**config.mk**
```make
export PLATFORM = sky130hd
export DESIGN_NAME = usb_desc_top
export DESIGN_NICKNAME = d
export VERILOG_FILES = /design/src/usb_std_pkg.sv /design/src/desc_map_pkg.sv /design/src/dev_desc_gen.sv /design/src/hs_cfg_desc.sv /design/src/str_desc_gen.sv /design/src/desc_read_mux.sv /design/src/usb_desc_top.sv
export VERILOG_INCLUDE_DIRS = /design/src
export SDC_FILE = /design/constraint.sdc
export NUM_CORES = 1
export LEC_CHECK = 0
export CORE_ASPECT_RATIO = 1.25
export CORE_MARGIN = 4
export CORE_UTILIZATION = 45
export DETAILED_ROUTE_END_ITERATION = 8
export DONT_BUFFER_PORTS = 1
export PLACE_DENSITY_LB_ADDON = 0.15
export SETUP_SLACK_MARGIN = 0.05
export SLEW_MARGIN = 10
export SYNTH_ARGS = -nofsm -noshare
export SYNTH_HDL_FRONTEND = slang
export SYNTH_SLANG_ARGS = --single-unit
```
**constraint.sdc**
```tcl
create_clock -name CLK -period 19.1 [get_ports CLK]
set_clock_uncertainty 0.2 [all_clocks]
set_input_delay 2.865 -clock CLK [delete_from_list [all_inputs] [get_ports CLK]]
set_output_delay 2.865 -clock CLK [all_outputs]
set_load 0.05 [all_outputs]
```
**src/usb_desc_defines.svh**
```systemverilog
// USB descriptor ROM defines
`ifndef USB_DESC_DEFINES_SVH
`define USB_DESC_DEFINES_SVH

`define USB_VENDOR_ID        16'h33AA          // default idVendor
`define USB_PRODUCT_ID       16'h0120          // default idProduct
`define USB_VERSION_BCD      16'h0100          // bcdDevice
`define USB_SELF_POWERED     0                 // 1 gives bmAttributes c0

`define USB_VENDOR_STR       "PSPOD"
`define USB_PRODUCT_STR      "USB Module"
`define USB_SERIAL_STR       "1"
`define USB_VENDOR_STR_LEN   5                 // characters
`define USB_PRODUCT_STR_LEN  10
`define USB_SERIAL_STR_LEN   1

`define DESC_ADDR_W          10                // rom address width

// rom layout, base address and byte count per descriptor
`define DESC_DEV_ADDR        0
`define DESC_DEV_LEN         18
`define DESC_QUAL_ADDR       20                // after 2 pad bytes
`define DESC_QUAL_LEN        10
`define DESC_HSCFG_ADDR      32                // after 2 pad bytes
`define DESC_HSCFG_LEN       109
`define DESC_STRLANG_ADDR    (`DESC_HSCFG_ADDR + `DESC_HSCFG_LEN)
`define DESC_STRLANG_LEN     4
`define DESC_STRVENDOR_ADDR  (`DESC_STRLANG_ADDR + `DESC_STRLANG_LEN)
`define DESC_STRVENDOR_LEN   (2 + 2 * `USB_VENDOR_STR_LEN)
`define DESC_STRPRODUCT_ADDR (`DESC_STRVENDOR_ADDR + `DESC_STRVENDOR_LEN)
`define DESC_STRPRODUCT_LEN  (2 + 2 * `USB_PRODUCT_STR_LEN)
`define DESC_STRSERIAL_ADDR  (`DESC_STRPRODUCT_ADDR + `DESC_STRPRODUCT_LEN)
`define DESC_STRSERIAL_LEN   (2 + 2 * `USB_SERIAL_STR_LEN)
`define DESC_END_ADDR        (`DESC_STRSERIAL_ADDR + `DESC_STRSERIAL_LEN)

`endif

```
**src/usb_std_pkg.sv**
```systemverilog
// USB standard codes
package usb_std_pkg;

    // bDescriptorType
    typedef enum logic [7:0] {
        DT_DEVICE    = 8'h01,
        DT_CONFIG    = 8'h02,
        DT_STRING    = 8'h03,
        DT_INTERFACE = 8'h04,
        DT_ENDPOINT  = 8'h05,
        DT_QUALIFIER = 8'h06,
        DT_IAD       = 8'h0B   // interface association
    } desc_type_e;

    // class codes in use
    typedef enum logic [7:0] {
        CLASS_NONE = 8'h00,
        CLASS_CDC  = 8'h02,
        CLASS_MISC = 8'hEF     // device class when an IAD is present
    } usb_class_e;

    // subclass and protocol share values with class, so plain constants
    localparam logic [7:0] CDC_SUBCLASS_ACM = 8'h02;
    localparam logic [7:0] IAD_SUBCLASS     = 8'h02;  // common class
    localparam logic [7:0] IAD_PROTOCOL     = 8'h01;  // interface association

endpackage

```
**src/desc_map_pkg.sv**
```systemverilog
// descriptor ROM addressing types
`include "usb_desc_defines.svh"

package desc_map_pkg;

    typedef logic [`DESC_ADDR_W-1:0] desc_addr_t;  // rom byte address
    typedef logic [7:0]              desc_byte_t;  // rom data and offsets

    // region hit by a rom address
    typedef enum logic [2:0] {
        REG_DEV,
        REG_QUAL,
        REG_HSCFG,
        REG_LANG,
        REG_VENDOR,
        REG_PRODUCT,
        REG_SERIAL,
        REG_NONE       // padding or past the end
    } desc_region_e;

    // ascii payloads, first character in the top byte
    typedef logic [8*`USB_VENDOR_STR_LEN-1:0]  vendor_text_t;
    typedef logic [8*`USB_PRODUCT_STR_LEN-1:0] product_text_t;
    typedef logic [8*`USB_SERIAL_STR_LEN-1:0]  serial_text_t;

endpackage

```
**src/dev_desc_gen.sv**
```systemverilog
// device and qualifier descriptors
`timescale 1ns/10ps
`include "usb_desc_defines.svh"

module dev_desc_gen (
    input  logic                     CLK,
    input  logic                     RESET,          // loads default ids
    input  logic [15:0]              i_vid,          // run-time idVendor
    input  logic [15:0]              i_pid,          // run-time idProduct
    input  desc_map_pkg::desc_byte_t i_dev_offset,   // index into device desc
    input  desc_map_pkg::desc_byte_t i_qual_offset,  // index into qualifier
    output desc_map_pkg::desc_byte_t o_dev_byte,
    output desc_map_pkg::desc_byte_t o_qual_byte
);

    localparam logic [15:0] BCD = `USB_VERSION_BCD;  // bcdDevice

    logic [15:0] vid_q;  // stored idVendor
    logic [15:0] pid_q;  // stored idProduct

    // 0000 and ffff mean not programmed so the defaults load
    always_ff @(posedge CLK or posedge RESET) begin
        if (RESET) begin
            vid_q <= `USB_VENDOR_ID;
            pid_q <= `USB_PRODUCT_ID;
        end else begin
            vid_q <= (i_vid != 16'h0000 && i_vid != 16'hFFFF) ? i_vid : `USB_VENDOR_ID;
            pid_q <= (i_pid != 16'h0000 && i_pid != 16'hFFFF) ? i_pid : `USB_PRODUCT_ID;
        end
    end

    always_comb begin
        case (i_dev_offset)
            8'd0:    o_dev_byte = desc_map_pkg::desc_byte_t'(`DESC_DEV_LEN);
            8'd1:    o_dev_byte = usb_std_pkg::DT_DEVICE;
            8'd2:    o_dev_byte = 8'h00;                       // bcdUSB 2.00
            8'd3:    o_dev_byte = 8'h02;
            8'd4:    o_dev_byte = usb_std_pkg::CLASS_MISC;     // iad device
            8'd5:    o_dev_byte = usb_std_pkg::IAD_SUBCLASS;
            8'd6:    o_dev_byte = usb_std_pkg::IAD_PROTOCOL;
            8'd7:    o_dev_byte = 8'h40;                       // ep0 64 bytes
            8'd8:    o_dev_byte = vid_q[7:0];                  // idVendor lo
            8'd9:    o_dev_byte = vid_q[15:8];
            8'd10:   o_dev_byte = pid_q[7:0];                  // idProduct lo
            8'd11:   o_dev_byte = pid_q[15:8];
            8'd12:   o_dev_byte = BCD[7:0];
            8'd13:   o_dev_byte = BCD[15:8];
            8'd14:   o_dev_byte = 8'h01;                       // iManufacturer
            8'd15:   o_dev_byte = 8'h02;                       // iProduct
            8'd16:   o_dev_byte = 8'h03;                       // iSerialNumber
            8'd17:   o_dev_byte = 8'h01;                       // one config
            default: o_dev_byte = 8'h00;
        endcase
    end

    always_comb begin
        case (i_qual_offset)
            8'd0:    o_qual_byte = desc_map_pkg::desc_byte_t'(`DESC_QUAL_LEN);
            8'd1:    o_qual_byte = usb_std_pkg::DT_QUALIFIER;
            8'd2:    o_qual_byte = 8'h00;                      // bcdUSB 2.00
            8'd3:    o_qual_byte = 8'h02;
            8'd4:    o_qual_byte = usb_std_pkg::CLASS_MISC;
            8'd5:    o_qual_byte = usb_std_pkg::IAD_SUBCLASS;
            8'd6:    o_qual_byte = usb_std_pkg::IAD_PROTOCOL;
            8'd7:    o_qual_byte = 8'h40;
            8'd8:    o_qual_byte = 8'h01;                      // other-speed configs
            default: o_qual_byte = 8'h00;                      // bReserved too
        endcase
    end

    // the host must never see an unprogrammed id
    a_ids_valid: assert property (@(posedge CLK) disable iff (RESET)
        !(vid_q inside {16'h0000, 16'hFFFF}) && !(pid_q inside {16'h0000, 16'hFFFF}))
        else $error("stored vid/pid holds 0000 or ffff");

endmodule

```
**src/hs_cfg_desc.sv**
```systemverilog
// high-speed configuration descriptor
`timescale 1ns/10ps
`include "usb_desc_defines.svh"

module hs_cfg_desc (
    input  desc_map_pkg::desc_byte_t i_offset,  // 0..108
    output desc_map_pkg::desc_byte_t o_byte
);

    localparam int IAD_START = 9;                // after config header
    localparam int IF_START  = IAD_START + 8;    // first interface group
    localparam int IF_LEN    = 23;               // interface + two endpoints

    localparam logic [15:0] TOTAL_LEN = `DESC_HSCFG_LEN;

    always_comb begin
        int  rel;        // offset inside interface group
        int  ep;         // offset inside endpoint
        logic [7:0] n;   // interface number
        logic is_out;    // second endpoint of the pair
        logic cdc;       // interfaces 1 and 2 are cdc

        rel    = 0;
        n      = 8'h00;
        o_byte = 8'h00;  // also beyond 108
        for (int g = 0; g < 4; g++) begin
            if (i_offset >= IF_START + g * IF_LEN && i_offset < IF_START + (g + 1) * IF_LEN) begin
                rel = int'(i_offset) - (IF_START + g * IF_LEN);
                n   = 8'(g);
            end
        end
        is_out = rel >= 16;
        ep     = is_out ? rel - 16 : rel - 9;
        cdc    = (n == 8'd1) || (n == 8'd2);

        if (i_offset < IAD_START) begin
            case (i_offset)
                8'd0: o_byte = 8'h09;
                8'd1: o_byte = usb_std_pkg::DT_CONFIG;
                8'd2: o_byte = TOTAL_LEN[7:0];                     // wTotalLength
                8'd3: o_byte = TOTAL_LEN[15:8];
                8'd4: o_byte = 8'h04;                              // four interfaces
                8'd5: o_byte = 8'h01;                              // config value
                8'd6: o_byte = 8'h00;                              // no string
                8'd7: o_byte = (`USB_SELF_POWERED != 0) ? 8'hC0 : 8'h80;
                default: o_byte = 8'hFA;                           // 500 mA
            endcase
        end else if (i_offset < IF_START) begin
            case (i_offset - IAD_START)
                8'd0: o_byte = 8'h08;
                8'd1: o_byte = usb_std_pkg::DT_IAD;
                8'd2: o_byte = 8'h00;                              // first interface
                8'd3: o_byte = 8'h02;                              // interface count
                8'd4: o_byte = usb_std_pkg::CLASS_CDC;
                8'd5: o_byte = usb_std_pkg::CDC_SUBCLASS_ACM;
                default: o_byte = 8'h00;                           // protocol, iFunction
            endcase
        end else if (i_offset < IF_START + 4 * IF_LEN) begin
            if (rel < 9) begin
                case (rel)
                    0: o_byte = 8'h09;
                    1: o_byte = usb_std_pkg::DT_INTERFACE;
                    2: o_byte = n;
                    4: o_byte = 8'h02;                             // two endpoints
                    5: o_byte = cdc ? usb_std_pkg::CLASS_CDC : usb_std_pkg::CLASS_NONE;
                    6: o_byte = cdc ? usb_std_pkg::CDC_SUBCLASS_ACM : 8'h00;
                    default: o_byte = 8'h00;                       // alt, protocol, string
                endcase
            end else begin
                case (ep)
                    0: o_byte = 8'h07;
                    1: o_byte = usb_std_pkg::DT_ENDPOINT;
                    2: o_byte = is_out ? n + 8'd1 : 8'h80 | (n + 8'd1);
                    3: o_byte = 8'h02;                             // bulk
                    5: o_byte = 8'h02;                             // 512 byte packets
                    default: o_byte = 8'h00;                       // mps lo, interval
                endcase
            end
        end
    end

endmodule

```
**src/str_desc_gen.sv**
```systemverilog
// UTF-16LE string descriptor
`timescale 1ns/10ps

module str_desc_gen #(
    parameter type text_t = logic [7:0]      // packed ascii, first char on top
) (
    input  text_t                    i_text,
    input  desc_map_pkg::desc_byte_t i_offset,
    output desc_map_pkg::desc_byte_t o_byte
);

    localparam int NCHAR = $bits(text_t) / 8;
    localparam int SLEN  = 2 + 2 * NCHAR;    // bLength

    always_comb begin
        int idx;  // character index

        idx = (int'(i_offset) - 2) / 2;
        if (i_offset == 8'd0) begin
            o_byte = 8'(SLEN);
        end else if (i_offset == 8'd1) begin
            o_byte = usb_std_pkg::DT_STRING;
        end else if (!i_offset[0] && i_offset < SLEN) begin
            o_byte = i_text[(NCHAR - 1 - idx) * 8 +: 8];  // low byte of utf-16 unit
        end else begin
            o_byte = 8'h00;                              // high bytes, past end
        end
    end

    // ascii only, every utf-16 high byte stays zero
    always_comb begin
        if (i_offset[0] && i_offset > 8'd1)
            a_odd_zero: assert (o_byte == 8'h00)
                else $error("odd string offset %0d gave %h", i_offset, o_byte);
    end

endmodule

```
**src/desc_read_mux.sv**
```systemverilog
// descriptor ROM address decode
`timescale 1ns/10ps
`include "usb_desc_defines.svh"

module desc_read_mux (
    input  desc_map_pkg::desc_addr_t i_raddr,
    input  desc_map_pkg::desc_byte_t i_dev_byte,
    input  desc_map_pkg::desc_byte_t i_qual_byte,
    input  desc_map_pkg::desc_byte_t i_hscfg_byte,
    input  desc_map_pkg::desc_byte_t i_vendor_byte,
    input  desc_map_pkg::desc_byte_t i_product_byte,
    input  desc_map_pkg::desc_byte_t i_serial_byte,
    output desc_map_pkg::desc_byte_t o_dev_offset,
    output desc_map_pkg::desc_byte_t o_qual_offset,
    output desc_map_pkg::desc_byte_t o_hscfg_offset,
    output desc_map_pkg::desc_byte_t o_vendor_offset,
    output desc_map_pkg::desc_byte_t o_product_offset,
    output desc_map_pkg::desc_byte_t o_serial_offset,
    output desc_map_pkg::desc_byte_t o_rdat
);

    logic [6:0]                 hit;     // raw range compare per region
    logic                       in_rom;  // below end of table
    desc_map_pkg::desc_region_e region;
    desc_map_pkg::desc_addr_t   base;    // base of decoded region
    desc_map_pkg::desc_byte_t   offset;
    desc_map_pkg::desc_byte_t   lang_byte;

    assign in_rom = i_raddr < `DESC_END_ADDR;
    assign hit[0] = i_raddr >= `DESC_DEV_ADDR && i_raddr < `DESC_DEV_ADDR + `DESC_DEV_LEN;
    assign hit[1] = i_raddr >= `DESC_QUAL_ADDR && i_raddr < `DESC_QUAL_ADDR + `DESC_QUAL_LEN;
    assign hit[2] = i_raddr >= `DESC_HSCFG_ADDR && i_raddr < `DESC_STRLANG_ADDR;
    assign hit[3] = i_raddr >= `DESC_STRLANG_ADDR && i_raddr < `DESC_STRVENDOR_ADDR;
    assign hit[4] = i_raddr >= `DESC_STRVENDOR_ADDR && i_raddr < `DESC_STRPRODUCT_ADDR;
    assign hit[5] = i_raddr >= `DESC_STRPRODUCT_ADDR && i_raddr < `DESC_STRSERIAL_ADDR;
    assign hit[6] = i_raddr >= `DESC_STRSERIAL_ADDR && in_rom;

    always_comb begin
        region = desc_map_pkg::REG_NONE;  // padding and out of range
        base   = '0;
        if (hit[0]) begin
            region = desc_map_pkg::REG_DEV;
            base   = `DESC_DEV_ADDR;
        end else if (hit[1]) begin
            region = desc_map_pkg::REG_QUAL;
            base   = `DESC_QUAL_ADDR;
        end else if (hit[2]) begin
            region = desc_map_pkg::REG_HSCFG;
            base   = `DESC_HSCFG_ADDR;
        end else if (hit[3]) begin
            region = desc_map_pkg::REG_LANG;
            base   = `DESC_STRLANG_ADDR;
        end else if (hit[4]) begin
            region = desc_map_pkg::REG_VENDOR;
            base   = `DESC_STRVENDOR_ADDR;
        end else if (hit[5]) begin
            region = desc_map_pkg::REG_PRODUCT;
            base   = `DESC_STRPRODUCT_ADDR;
        end else if (hit[6]) begin
            region = desc_map_pkg::REG_SERIAL;
            base   = `DESC_STRSERIAL_ADDR;
        end
    end

    assign offset = desc_map_pkg::desc_byte_t'(i_raddr - base);  // regions < 256 bytes

    // same offset to every generator, only the decoded one is used
    assign o_dev_offset     = offset;
    assign o_qual_offset    = offset;
    assign o_hscfg_offset   = offset;
    assign o_vendor_offset  = offset;
    assign o_product_offset = offset;
    assign o_serial_offset  = offset;

    // string 0, english us only
    always_comb begin
        case (offset[1:0])
            2'd0: lang_byte = 8'h04;
            2'd1: lang_byte = usb_std_pkg::DT_STRING;
            2'd2: lang_byte = 8'h09;   // langid 0409
            default: lang_byte = 8'h04;
        endcase
    end

    always_comb begin
        case (region)
            desc_map_pkg::REG_DEV:     o_rdat = i_dev_byte;
            desc_map_pkg::REG_QUAL:    o_rdat = i_qual_byte;
            desc_map_pkg::REG_HSCFG:   o_rdat = i_hscfg_byte;
            desc_map_pkg::REG_LANG:    o_rdat = lang_byte;
            desc_map_pkg::REG_VENDOR:  o_rdat = i_vendor_byte;
            desc_map_pkg::REG_PRODUCT: o_rdat = i_product_byte;
            desc_map_pkg::REG_SERIAL:  o_rdat = i_serial_byte;
            default:                   o_rdat = 8'h00;
        endcase
    end

    // layout check, regions never overlap and nothing lies past the end
    always_comb begin
        a_one_region: assert ($onehot0(hit) && (in_rom || hit == '0))
            else $error("address %0d maps to regions %b", i_raddr, hit);
    end

endmodule

```
**src/usb_desc_top.sv**
```systemverilog
// USB descriptor ROM top
`timescale 1ns/10ps
`include "usb_desc_defines.svh"

module usb_desc_top (
    input  logic                     CLK,
    input  logic                     RESET,
    input  logic [15:0]              i_vid,            // 0000/ffff keep default
    input  logic [15:0]              i_pid,
    input  desc_map_pkg::desc_addr_t i_descrom_raddr,
    output desc_map_pkg::desc_byte_t o_descrom_rdat    // same-cycle read data
);

    localparam desc_map_pkg::vendor_text_t  VENDOR_TEXT  = `USB_VENDOR_STR;
    localparam desc_map_pkg::product_text_t PRODUCT_TEXT = `USB_PRODUCT_STR;
    localparam desc_map_pkg::serial_text_t  SERIAL_TEXT  = `USB_SERIAL_STR;

    desc_map_pkg::desc_byte_t dev_offset,     dev_byte;
    desc_map_pkg::desc_byte_t qual_offset,    qual_byte;
    desc_map_pkg::desc_byte_t hscfg_offset,   hscfg_byte;
    desc_map_pkg::desc_byte_t vendor_offset,  vendor_byte;
    desc_map_pkg::desc_byte_t product_offset, product_byte;
    desc_map_pkg::desc_byte_t serial_offset,  serial_byte;

    dev_desc_gen u_dev (
        .CLK           (CLK),
        .RESET         (RESET),
        .i_vid         (i_vid),
        .i_pid         (i_pid),
        .i_dev_offset  (dev_offset),
        .i_qual_offset (qual_offset),
        .o_dev_byte    (dev_byte),
        .o_qual_byte   (qual_byte)
    );

    hs_cfg_desc u_hscfg (
        .i_offset (hscfg_offset),
        .o_byte   (hscfg_byte)
    );

    str_desc_gen #(.text_t(desc_map_pkg::vendor_text_t)) u_str_vendor (
        .i_text   (VENDOR_TEXT),
        .i_offset (vendor_offset),
        .o_byte   (vendor_byte)
    );

    str_desc_gen #(.text_t(desc_map_pkg::product_text_t)) u_str_product (
        .i_text   (PRODUCT_TEXT),
        .i_offset (product_offset),
        .o_byte   (product_byte)
    );

    str_desc_gen #(.text_t(desc_map_pkg::serial_text_t)) u_str_serial (
        .i_text   (SERIAL_TEXT),
        .i_offset (serial_offset),
        .o_byte   (serial_byte)
    );

    desc_read_mux u_mux (
        .i_raddr          (i_descrom_raddr),
        .i_dev_byte       (dev_byte),
        .i_qual_byte      (qual_byte),
        .i_hscfg_byte     (hscfg_byte),
        .i_vendor_byte    (vendor_byte),
        .i_product_byte   (product_byte),
        .i_serial_byte    (serial_byte),
        .o_dev_offset     (dev_offset),
        .o_qual_offset    (qual_offset),
        .o_hscfg_offset   (hscfg_offset),
        .o_vendor_offset  (vendor_offset),
        .o_product_offset (product_offset),
        .o_serial_offset  (serial_offset),
        .o_rdat           (o_descrom_rdat)
    );

endmodule

```
== Word level (Yosys, flattened, before mapping) ==
Memories as Yosys holds them, arrays and structs flattened.
Index checks and enable logic that the tools add are counted.
Widths: inputs -> output; s select.
Storage, ports and cells
  logic and storage cells: 168
  register bits: 32
  ROM bits: 168
  memories kept: 2
  output and inout port bits: 8
  input port bits: 44
Cells by class
  shift operators: 3
  $lt $le $gt $ge: 28
  add/sub/neg operators: 14
  muxes and demuxes: 47
  bitwise logic cells: 1
  equality and inequality tests: 40
  reductions and logical operators: 31
Memory list
  (no name shown): words 16, bits a word 7, rd ports 1, clocked after memory_dff 0, wr ports 0, RTL line dev_desc_gen.sv:57  | case (i_qual_offset)
  (no name shown): words 8, bits a word 7, rd ports 1, clocked after memory_dff 0, wr ports 0, RTL line hs_cfg_desc.sv:37  | case (i_offset)
Operator list (number)
  $eq 32x3->1 const B: 6
  $mux 8: 23
  $mux 32: 5
  $eq 32x2->1 const B: 4
  $eq 32x1->1 const B: 3
  $logic_not 32->1: 3
  $pmux 8 s10: 1
  $shiftx 80x32->8 const A: 1
  $eq 8x4->1 const B: 7
  $pmux 8 s7: 1
  $lt 10x8->1 const B: 5
  $ge 10x8->1 const B: 4
  $pmux 8 s5: 1
  $shiftx 40x32->8 const A: 1
  $eq 8x3->1 const B: 4
  $ge 32x6->1 const B: 1
  $lt 32x5->1 const B: 1
  $mux 16: 2
  $ne 16x16->1 const B: 2
  $pmux 8 s4: 1
  $reduce_bool 16->1: 2
  $shiftx 8x32->8 const A: 1
  $sub 32x5->32 const B: 1
  $sub 32x6->32 const B: 1
  46 further kinds: 83

== Logic depth before layout (Yosys ltp) ==
Gate-level depths: netlist of the first run.
  word-level depth: 26
  mapped depth: 34
  depth with buffers taken out: 30

== Cells and area by module ==
Synthesis of the first run repeated with hierarchy kept, for this count alone.
Second synthesis, totals
  cell total of the unflattened synthesis: 809
  area total of the unflattened synthesis: 6732.7 sq um
Modules (own cells, without submodules)
  hs_cfg_desc: sequential area each 0.0 sq um, times used 1, cells each 295, area each 2219.6 sq um
  dev_desc_gen: sequential area each 813.3 sq um, times used 1, cells each 176, area each 1798.0 sq um
  desc_read_mux: sequential area each 0.0 sq um, times used 1, cells each 150, area each 1072.3 sq um
  str_desc_gen at u_str_product: sequential area each 0.0 sq um, times used 1, cells each 96, area each 900.9 sq um
  str_desc_gen at u_str_vendor: sequential area each 0.0 sq um, times used 1, cells each 64, area each 551.8 sq um
  str_desc_gen at u_str_serial: sequential area each 0.0 sq um, times used 1, cells each 26, area each 182.7 sq um
  usb_desc_top: sequential area each 0.0 sq um, times used 1, cells each 2, area each 7.5 sq um

== Worst setup path after synthesis of the first run ==
OpenSTA, ideal clock, no wires.
  path type: input port to output port
  start point: in i_descrom_raddr[1]
  end point: out o_descrom_rdat[1]
  data arrival time: 10185 ps
  path slack: 5850 ps
  data required time: 16035 ps
  cell stages on the path: 33
  buffers on the path: 4
  cells stage by stage: a211o_1 > and3_1 > nor3b_1 > clkbuf_1 > or3_1 > ha_1 > inv_1 > fa_1 > a211o_1 > a21o_1 > and2_1 > buf_6 > buf_4 > ha_1 > a21oi_1 > nand4_1 > or2_2 > o311ai_0 > and2_1 > inv_1 > ha_1 > nor2b_1 > clkbuf_1 > ha_1 > a21bo_2 > ha_1 > nor4_1 > nand3_1 > nor3_1 > a31oi_1 > a32oi_2 > nand2_1 > o31ai_1
Between the ends
  word-level cells in the longest chain between the ends: 26
RTL lines
  start, declared: RTL line usb_desc_top.sv:10  | input desc_map_pkg::desc_addr_t i_descrom_raddr,
  branches (longest 25 deep; another with $ge 10x8->1)
  $pmux 8 s7 *: RTL line desc_read_mux.sv:86  | case (region)
  end, declared: RTL line usb_desc_top.sv:11  | output desc_map_pkg::desc_byte_t o_descrom_rdat
Mark *: on every way between the ends.

== Worst setup path after layout of the first run ==
  start point: in i_descrom_raddr[9]
  end point: out o_descrom_rdat[7]
Same word-level chain as after synthesis.

==> results of run 1 <==
-- cell usage after synthesis (7+ instances only) --
cell       instances
nand2_1           60
nand3_1           22
a22oi_1           11
a21o_1             9
nor3_1            30
inv_1             36
nor4_1            19
and2_1            32
o21ai_0           30
and3_1             7
ha_1              52
o2111ai_1          7
nand2b_1           7
xnor2_1           20
a21oi_1           38
or3_1             17
nor2_1            48
dfstp_2           10
dfrtp_1           22
a31oi_1           16
nand4_1           22
clkbuf_1          19
-- per-stage QoR --
stage / util / worst slack (ns) / std cells / cell area [sq um]
detailed placement: 0.473 / 5.11 / 846 / 5570
finish: 0.487 / 4.98 / 854 / 5730
global route: 0.487 / 4.45 / 854 / 5730
CTS: 0.487 / 5.08 / 854 / 5730
floorplan: - / 5.85 / 714 / 5520
global placement: 0.473 / 5.39 / 846 / 5570
-- logic make-up (layout without fill, tap and decap cells) --
family / Yosys count / count (layout) / share of synthesized area
buf+inv: 73 / 52 / 0.0608
xor+xnor: 25 / 25 / 0.0504
simple gates: 310 / 310 / 0.306
flops: 32 / 32 / 0.147
mux: 8 / 8 / 0.0161
compound gates: 213 / 213 / 0.297
fa+ha+maj: 53 / 53 / 0.122
-- final cells by class --
class	instances	area share
inverter	40	0.0264
multi-input combinational	609	0.763
clock inverter	2	0.00611
sequential	32	0.142
tap	161	0.0351
clock buffer	6	0.0225
timing repair buffer	4	0.00524
-- power groups by stage --
stage          clock, mW  sequential (mW)  combinational, mW
5_1_grt           0.0901           0.0734              0.316
6_report          0.0862           0.0732              0.289
4_1_cts           0.0880           0.0732              0.284
3_3_place_gp           0           0.0742              0.278
3_5_place_dp           0           0.0742              0.283
2_1_floorplan          0           0.0738              0.227
-- routing by layer --
metal,wire length [um],GRT usage
met4,1140,0.156
met1,6550,0.268
met2,8770,0.430
met3,800,0.0230
met5,0,0
-- worst max-delay path by stage --
stage | start | to | cells past startpoint
floorplan | i_descrom_raddr[1] | o_descrom_rdat[1] | 33
global placement | i_descrom_raddr[9] | o_descrom_rdat[7] | 30
detailed placement | i_descrom_raddr[9] | o_descrom_rdat[7] | 30
CTS | i_descrom_raddr[9] | o_descrom_rdat[7] | 30
global route | i_descrom_raddr[9] | o_descrom_rdat[7] | 30
finish | i_descrom_raddr[9] | o_descrom_rdat[7] | 30
-- critical path, delay by kind of cell --
kind                       cells  cell delay, ns
buffers and inverters          4            0.84
adders and majority gates      6            1.60
AOI/OAI and AO/OA             10            3.12
and+or+nand+nor               10            2.62
-- state kept, by name (all words and copies together), names as in the netlist --
signal,cells
u_dev.pid_q,16
u_dev.vid_q,16
==> flow_summary.toml, run 1 <==
[routing]
first_pass_iters = 5
drc_errors = 0
drt-initial-drc-count = 333
wl_um = 17300
avgViaCountPerCell = 6.56
ant_nets = 0
avgRoutedWirePerCell_um = 20.2
num_vias = 5605

[floorplanning]
start_util = 0.468
dieArea_sq_um = 14100
ios = 52
die_w_um = 107
design.core.area_sq_um = 11800
row_count = 44
die_h_um = 132

[pwr]
seq_power_share = 0.163
p_leak_nw = 2.21
p_switching_mw = 0.212
fin_total_pwr_mw = 0.448
p_int_mw = 0.236
p_comb_frac = 0.645
ir_worst_vdd_uv = 63.9
p_clk_frac = 0.192
power_density_nw_per_um2 = 78.2
switching_share = 0.473

[worst_setup_path]
arrival_ns = 11.05
end_kind = "output port"
critical_path_class = "in2out"
required_ns = 16.03
crit_top_cell = "ha_1"
crit_slowest_cell = "o21ai_1"
critPathLaunchType = "input pin"
critPathMaxFanout = 16
crit_path_max_incr_delay_ns = 0.85

[outcome]
outcome = "finished, final reports clean"

[clock_network]
ctsResizeCount = 0
cts-root-buf = "clkbuf_16"
cts_tree = "built"
clk_pin_slew_ns = 0.05
hold_buffers = 0
cts_num_sinks = 32
cts-buffers-inserted = 5
h-tree-depth = 2
post_cts.repair.setup_buffers = 0
clockBufferDepth = 2

[placement]
gp_congestion = 0.936
place_hpwl_um = 13900
numPortBuffers = 0

[yosys]
synth_area_leaders = "ha_1 12%, dfrtp_1 10%, dfstp_2 4.8%"
ys.flop_type = "dfrtp_1"
yosysTopAreaCell = "ha_1"
ys_async_sr_fraction = 1.00
synth_cell_types = 101
netlist_area_sq_um = 5520
synth.avg_cell_area_sq_um = 7.72
syn_nets = 811
netlist.area_leader.share = 0.118
syn_inst = 714
synth_warnings = 0
ys_seq_area_frac = 0.147
ys_ff_latch = 32
synth_enable_flop_cells = 0

[run]
drv_cap = 0

[sta]
clock.fmax_mhz = 70.8
setup_viol = 0
slew_viol_final = 0
holdWs_ns = 2.39
max_slew_margin = 0.300
layout_min_cycle_time_ns = 14.12
fin_tns_setup_ns = 0
hold_viol_final = 0
worst_slew_pin_slew_ns = 1.04
min_period_over_period = 0.739
rsz0062_at_grt = "no"

[finish]
nets = 789
multi_input_area_sq_um = 4370
final_common_cell = "nand2_1"
mostFrequentLayoutCells = "60 x nand2_1, 52 x ha_1, 48 x nor2_1"
antenna_cells = 0
register_area_sq_um = 813
drive_gt1_frac = 0.104
fill_cells = 1243
areaGrowthSynthToFinish_pct = 3.92

[grt]
grt_start_max_net_pins = 33
track_usage = 0.241
grt.overflow.total = 0
grt_pass1_vias = 5520
antenna_found_initial = 0
grt_pass1_wl_um = 27700

[min_path]
hp-class = "in2async"
Power figures use the tool's default switching activity.
==> inputs of run 2 (changes only) <==
==> constraint.sdc (replaced) <==
create_clock -name CLK -period 12.65 [get_ports CLK]
set_clock_uncertainty 0.2 [all_clocks]
set_input_delay 1.8975 -clock CLK [delete_from_list [all_inputs] [get_ports CLK]]
set_output_delay 1.8975 -clock CLK [all_outputs]
set_load 0.05 [all_outputs]
==> run 2 against run 1 <==
  * Sequential power up 52%
  * Sequential cell count stayed put
  * Design area increased by 0.17%
  * First-iteration DRC count is 23% higher
  * Global-route usage rose by 0.42 points
  * Largest power group unchanged
  * Largest cell class unchanged
  * Cell count grew 0.59%
  * Utilization up 0.085 points
  * Sequential share of layout area about the same
  * Clock power up 26%
  * Combinational power increased by 52%
  * Routed wire length rose by 0.92%
==> flow_summary.toml, run 2 (synthesis results as in run 1) <==
[finish]
final_common_cell = "nand2_1"
areaGrowthSynthToFinish_pct = 4.11
final_cell_area_sq_um = 5740
drive_gt1_frac = 0.107
mostFrequentLayoutCells = "60 x nand2_1, 52 x ha_1, 48 x nor2_1"
antenna_cells = 0
nets = 794
reg_top3 = "u_dev.pid_q: 16 flops, u_dev.vid_q: 16 flops"

[sta]
clock.fmax_mhz = 84.5
layout_min_cycle_time_ns = 11.83
worst_slew_pin_slew_ns = 1.01
hold_viol_final = 0
setup_viol = 0
slew_viol_final = 0
min_period_over_period = 0.935
rsz0062_at_grt = "no"
fin_tns_setup_ns = 0
max_slew_margin = 0.321

[clock_network]
clockBufferDepth = 2
cts-buffers-inserted = 5
cts_tree = "built"
ctsResizeCount = 0
clk_pin_slew_ns = 0.05
hold_buffers = 0
post_cts.repair.setup_buffers = 0
cts-root-buf = "clkbuf_16"
cts_num_sinks = 32
h-tree-depth = 2

[routing]
avgViaCountPerCell = 6.62
wl_um = 17400
first_pass_iters = 6
avgRoutedWirePerCell_um = 20.3
drc_errors = 0
drt-initial-drc-count = 410
num_vias = 5684
ant_nets = 0

[placement]
dpl_cell_area_sq_um = 5610
place_hpwl_um = 14000
numPortBuffers = 0
gp_congestion = 0.925

[worst_setup_path]
critPathMaxFanout = 16
critPathLaunchType = "input pin"
arrival_ns = 9.73
end_kind = "output port"
path_buf_inv = 5
crit_path_max_incr_delay_ns = 0.63
critical_path_class = "in2out"
crit_slowest_cell = "and2_1"
critPathTopFamily = "simple AND/OR/NAND/NOR gates"
setup.worst_path.start = "i_descrom_raddr[9]"
crit_top_cell = "ha_1"
required_ns = 10.55

[pwr]
ir_worst_vdd_uv = 85.1
p_int_mw = 0.339
power_density_nw_per_um2 = 114
p_leak_nw = 2.22
switching_share = 0.484
p_comb_frac = 0.666
p_clk_frac = 0.166
seq_power_share = 0.168
p_switching_mw = 0.318

[grt]
antenna_found_initial = 0
grt.overflow.total = 0
grt_start_max_net_pins = 33
grt_pass1_wl_um = 28300
grt_pass1_vias = 5695
track_usage = 0.245

[floorplanning]
start_util = 0.468
ios = 52
row_count = 44
dieArea_sq_um = 14100
die_w_um = 107
die_h_um = 132
design.core.area_sq_um = 11800

[run]
drv_cap = 0

[outcome]
outcome = "finished, final reports clean"

[min_path]
hp-class = "in2async"
==> run 2: path summary, 6_finish.rpt <==
kind | slack [ns] | to | cells after the start
worst max-delay path | 0.82 | o_descrom_rdat[7] | 31
worst min-delay path | 1.43 | u_dev.vid_q[4]$_DFF_PP0_ | 1
max in group asynchronous | 10.35 | u_dev.vid_q[0]$_DFF_PP0_ | 1
min in group CLK | 1.54 | u_dev.pid_q[8]$_DFF_PP1_ | 1
==> run 2: metal layers <==
layer  GRT usage  vias up  routed length [um]
met1       0.274     2695                6590
met5           0        -                   0
met4       0.135        0                1010
met2       0.446      249                9010
li1            -     2674                   -
met3      0.0265       66                 804
==> run 2: stage by stage <==
stage | total power, mW | cells | util | hold slack (ns) | setup slack (ns)
floorplan | 0.455 | 714 | - | 1.81 | 1.33
global placement | 0.535 | 851 | 0.476 | 1.81 | 1.27
detailed placement | 0.541 | 851 | 0.476 | 1.81 | 0.942
CTS | 0.654 | 859 | 0.487 | 1.53 | 0.918
global route | 0.710 | 859 | 0.487 | 1.51 | 0.271
finish | 0.657 | 859 | 0.487 | 1.43 | 0.822
==> run 2: power groups by stage <==
| stage | clock network (mW) | logic [mW] | registers, mW |
|---|---|---|---|
| 6_report | 0.109 | 0.438 | 0.111 |
| 3_5_place_dp | 0 | 0.429 | 0.112 |
| 5_1_grt | 0.116 | 0.483 | 0.111 |
| 2_1_floorplan | 0 | 0.343 | 0.111 |
| 3_3_place_gp | 0 | 0.423 | 0.112 |
| 4_1_cts | 0.112 | 0.432 | 0.111 |
==> run 2: area by class of cell <==
| class | instances | area (sq um) |
|---|---|---|
| Clock buffer | 8 | 136 |
| Fill cell | 1243 | 6040 |
| Inverter | 40 | 151 |
| Multi-Input combinational cell | 609 | 4370 |
| Sequential cell | 32 | 813 |
| Tap cell | 161 | 201 |
| Timing Repair Buffer | 9 | 67.6 |
==> inputs of run 3 (changes only) <==
--- a/config.mk
+++ b/config.mk
@@ -7,7 +7,7 @@
 export NUM_CORES = 1
 export LEC_CHECK = 0
 export CORE_ASPECT_RATIO = 1.25
-export CORE_MARGIN = 4
+export CORE_MARGIN = 2
 export CORE_UTILIZATION = 45
 export DETAILED_ROUTE_END_ITERATION = 8
 export DONT_BUFFER_PORTS = 1
@@ -17,3 +17,4 @@
 export SYNTH_ARGS = -nofsm -noshare
 export SYNTH_HDL_FRONTEND = slang
 export SYNTH_SLANG_ARGS = --single-unit
+export TNS_END_PERCENT = 100
==> run 3 against run 2 <==
  * First-iteration DRC count rose by 0.49%
  * Via count down 1.3%
  * Combinational power barely moved
  * Largest power group unchanged
  * Setup slack gained 0.037 ns
  * Routed wire length shrank 0.18%
  * Cell count rose by 0.23%
  * Hold slack improved by 0.10 ns
  * Utilization shrank 1.0 points
  * Non-clock buffer count is 1 lower
==> flow_summary.toml, run 3 (synthesis results as in run 1) <==
[pwr]
ir_worst_vdd_uv = 93.5
p_switching_mw = 0.321
power_density_nw_per_um2 = 116
p_comb_frac = 0.662
switching_share = 0.483
seq_power_share = 0.166
p_clk_frac = 0.171
p_leak_nw = 2.23
p_int_mw = 0.344

[finish]
final_common_cell = "nand2_1"
antenna_cells = 0
utilization = 0.477
reg_top3 = "u_dev.pid_q: 16 flops, u_dev.vid_q: 16 flops"
mostFrequentLayoutCells = "60 x nand2_1, 52 x ha_1, 48 x nor2_1"
areaGrowthSynthToFinish_pct = 4.22
nets = 793
final_cell_area_sq_um = 5750
fin_cells = 861
drive_gt1_frac = 0.108

[routing]
first_pass_iters = 8
avgRoutedWirePerCell_um = 20.2
drc_errors = 0
wl_um = 17400
ant_nets = 0
drt-initial-drc-count = 412
num_vias = 5610
avgViaCountPerCell = 6.52

[worst_setup_path]
required_ns = 10.55
critPathMaxFanout = 16
crit_top_cell = "ha_1"
arrival_ns = 9.69
critical_path_class = "in2out"
critPathLaunchType = "input pin"
crit_path_max_incr_delay_ns = 0.65
crit_slowest_cell = "and2_1"
end_kind = "output port"

[clock_network]
hold_buffers = 0
clk_pin_slew_ns = 0.04
clockBufferDepth = 2
h-tree-depth = 2
cts_num_sinks = 32
cts-root-buf = "clkbuf_16"
ctsResizeCount = 0
cts-buffers-inserted = 5
cts_tree = "built"
post_cts.repair.setup_buffers = 0

[outcome]
outcome = "finished, final reports clean"

[sta]
worst_slew_pin_slew_ns = 1.07
slew_viol_final = 0
max_slew_margin = 0.289
fin_tns_setup_ns = 0
clock.fmax_mhz = 84.8
min_period_over_period = 0.932
layout_min_cycle_time_ns = 11.79
hold_viol_final = 0
setup_viol = 0
rsz0062_at_grt = "no"

[min_path]
min_to = "u_dev.pid_q[8]$_DFF_PP1_"
hold_path_depth = 1
hp-class = "in2reg"
min_from = "i_pid[8]"

[floorplanning]
start_util = 0.458
die_h_um = 128
row_count = 45
ios = 52
dieArea_sq_um = 13200
design.core.area_sq_um = 12000
die_w_um = 103

[grt]
grt.overflow.total = 0
grt_start_max_net_pins = 33
grt_pass1_wl_um = 28000
track_usage = 0.269
antenna_found_initial = 0
grt_pass1_vias = 5499

[placement]
place_hpwl_um = 13900
numPortBuffers = 0
place_inst = 853
gp_congestion = 0.946
dpl_cell_area_sq_um = 5600

[run]
drv_cap = 0
[run 3: cell types whose count changed in the layout (fill, tap and decap cells not counted), sizes merged]
cell    change
buf         -1
inv         +1
clkinv      -1
[run 3: final cells by class]
class / count / area, sq um
multi-input combinational: 609 / 4370
tap: 164 / 205
inverter: 40 / 151
sequential: 32 / 813
fill: 1222 / 6300
timing repair buffer: 8 / 60.1
clock buffer: 8 / 146
[run 3: through the flow]
stage	worst slack [ns]	hold WS [ns]	total power, mW
2_1_floorplan	1.33	1.81	0.455
3_3_place_gp	1.30	1.81	0.535
3_5_place_dp	0.919	1.81	0.542
4_1_cts	0.912	1.53	0.660
5_1_grt	0.282	1.53	0.719
6_report	0.859	1.54	0.665
[run 3: worst max path at each step]
stage	start	slack, ns	to
floorplan	i_descrom_raddr[1]	1.33	o_descrom_rdat[1]
global placement	i_descrom_raddr[9]	1.30	o_descrom_rdat[7]
detailed placement	i_descrom_raddr[9]	0.92	o_descrom_rdat[7]
CTS	i_descrom_raddr[9]	0.91	o_descrom_rdat[7]
global route	i_descrom_raddr[9]	0.28	o_descrom_rdat[7]
finish	i_descrom_raddr[9]	0.86	o_descrom_rdat[7]
[run 3: critical path, delay by kind of cell]
family / cells / cell delay [ns]
AND/OR/NAND/NOR: 10 / 2.60
AO/OA/AOI/OAI: 10 / 2.49
adder cells (fa/ha/maj): 6 / 1.62
buffers and inverters: 5 / 1.09
[run 3: per-layer routing]
layer / routed length [um] / GRT usage
met5: 0 / 0
met4: 981 / 0.154
met3: 677 / 0.0185
met2: 9020 / 0.497
met1: 6710 / 0.296
[run 3: power groups by stage]
stage	Combinational (mW)	Clock, mW	Sequential, mW
final	0.440	0.114	0.111
after global routing	0.487	0.121	0.111
after CTS	0.433	0.117	0.111
after detailed placement	0.430	0	0.112
after global placement	0.423	0	0.112
after floorplan	0.343	0	0.111
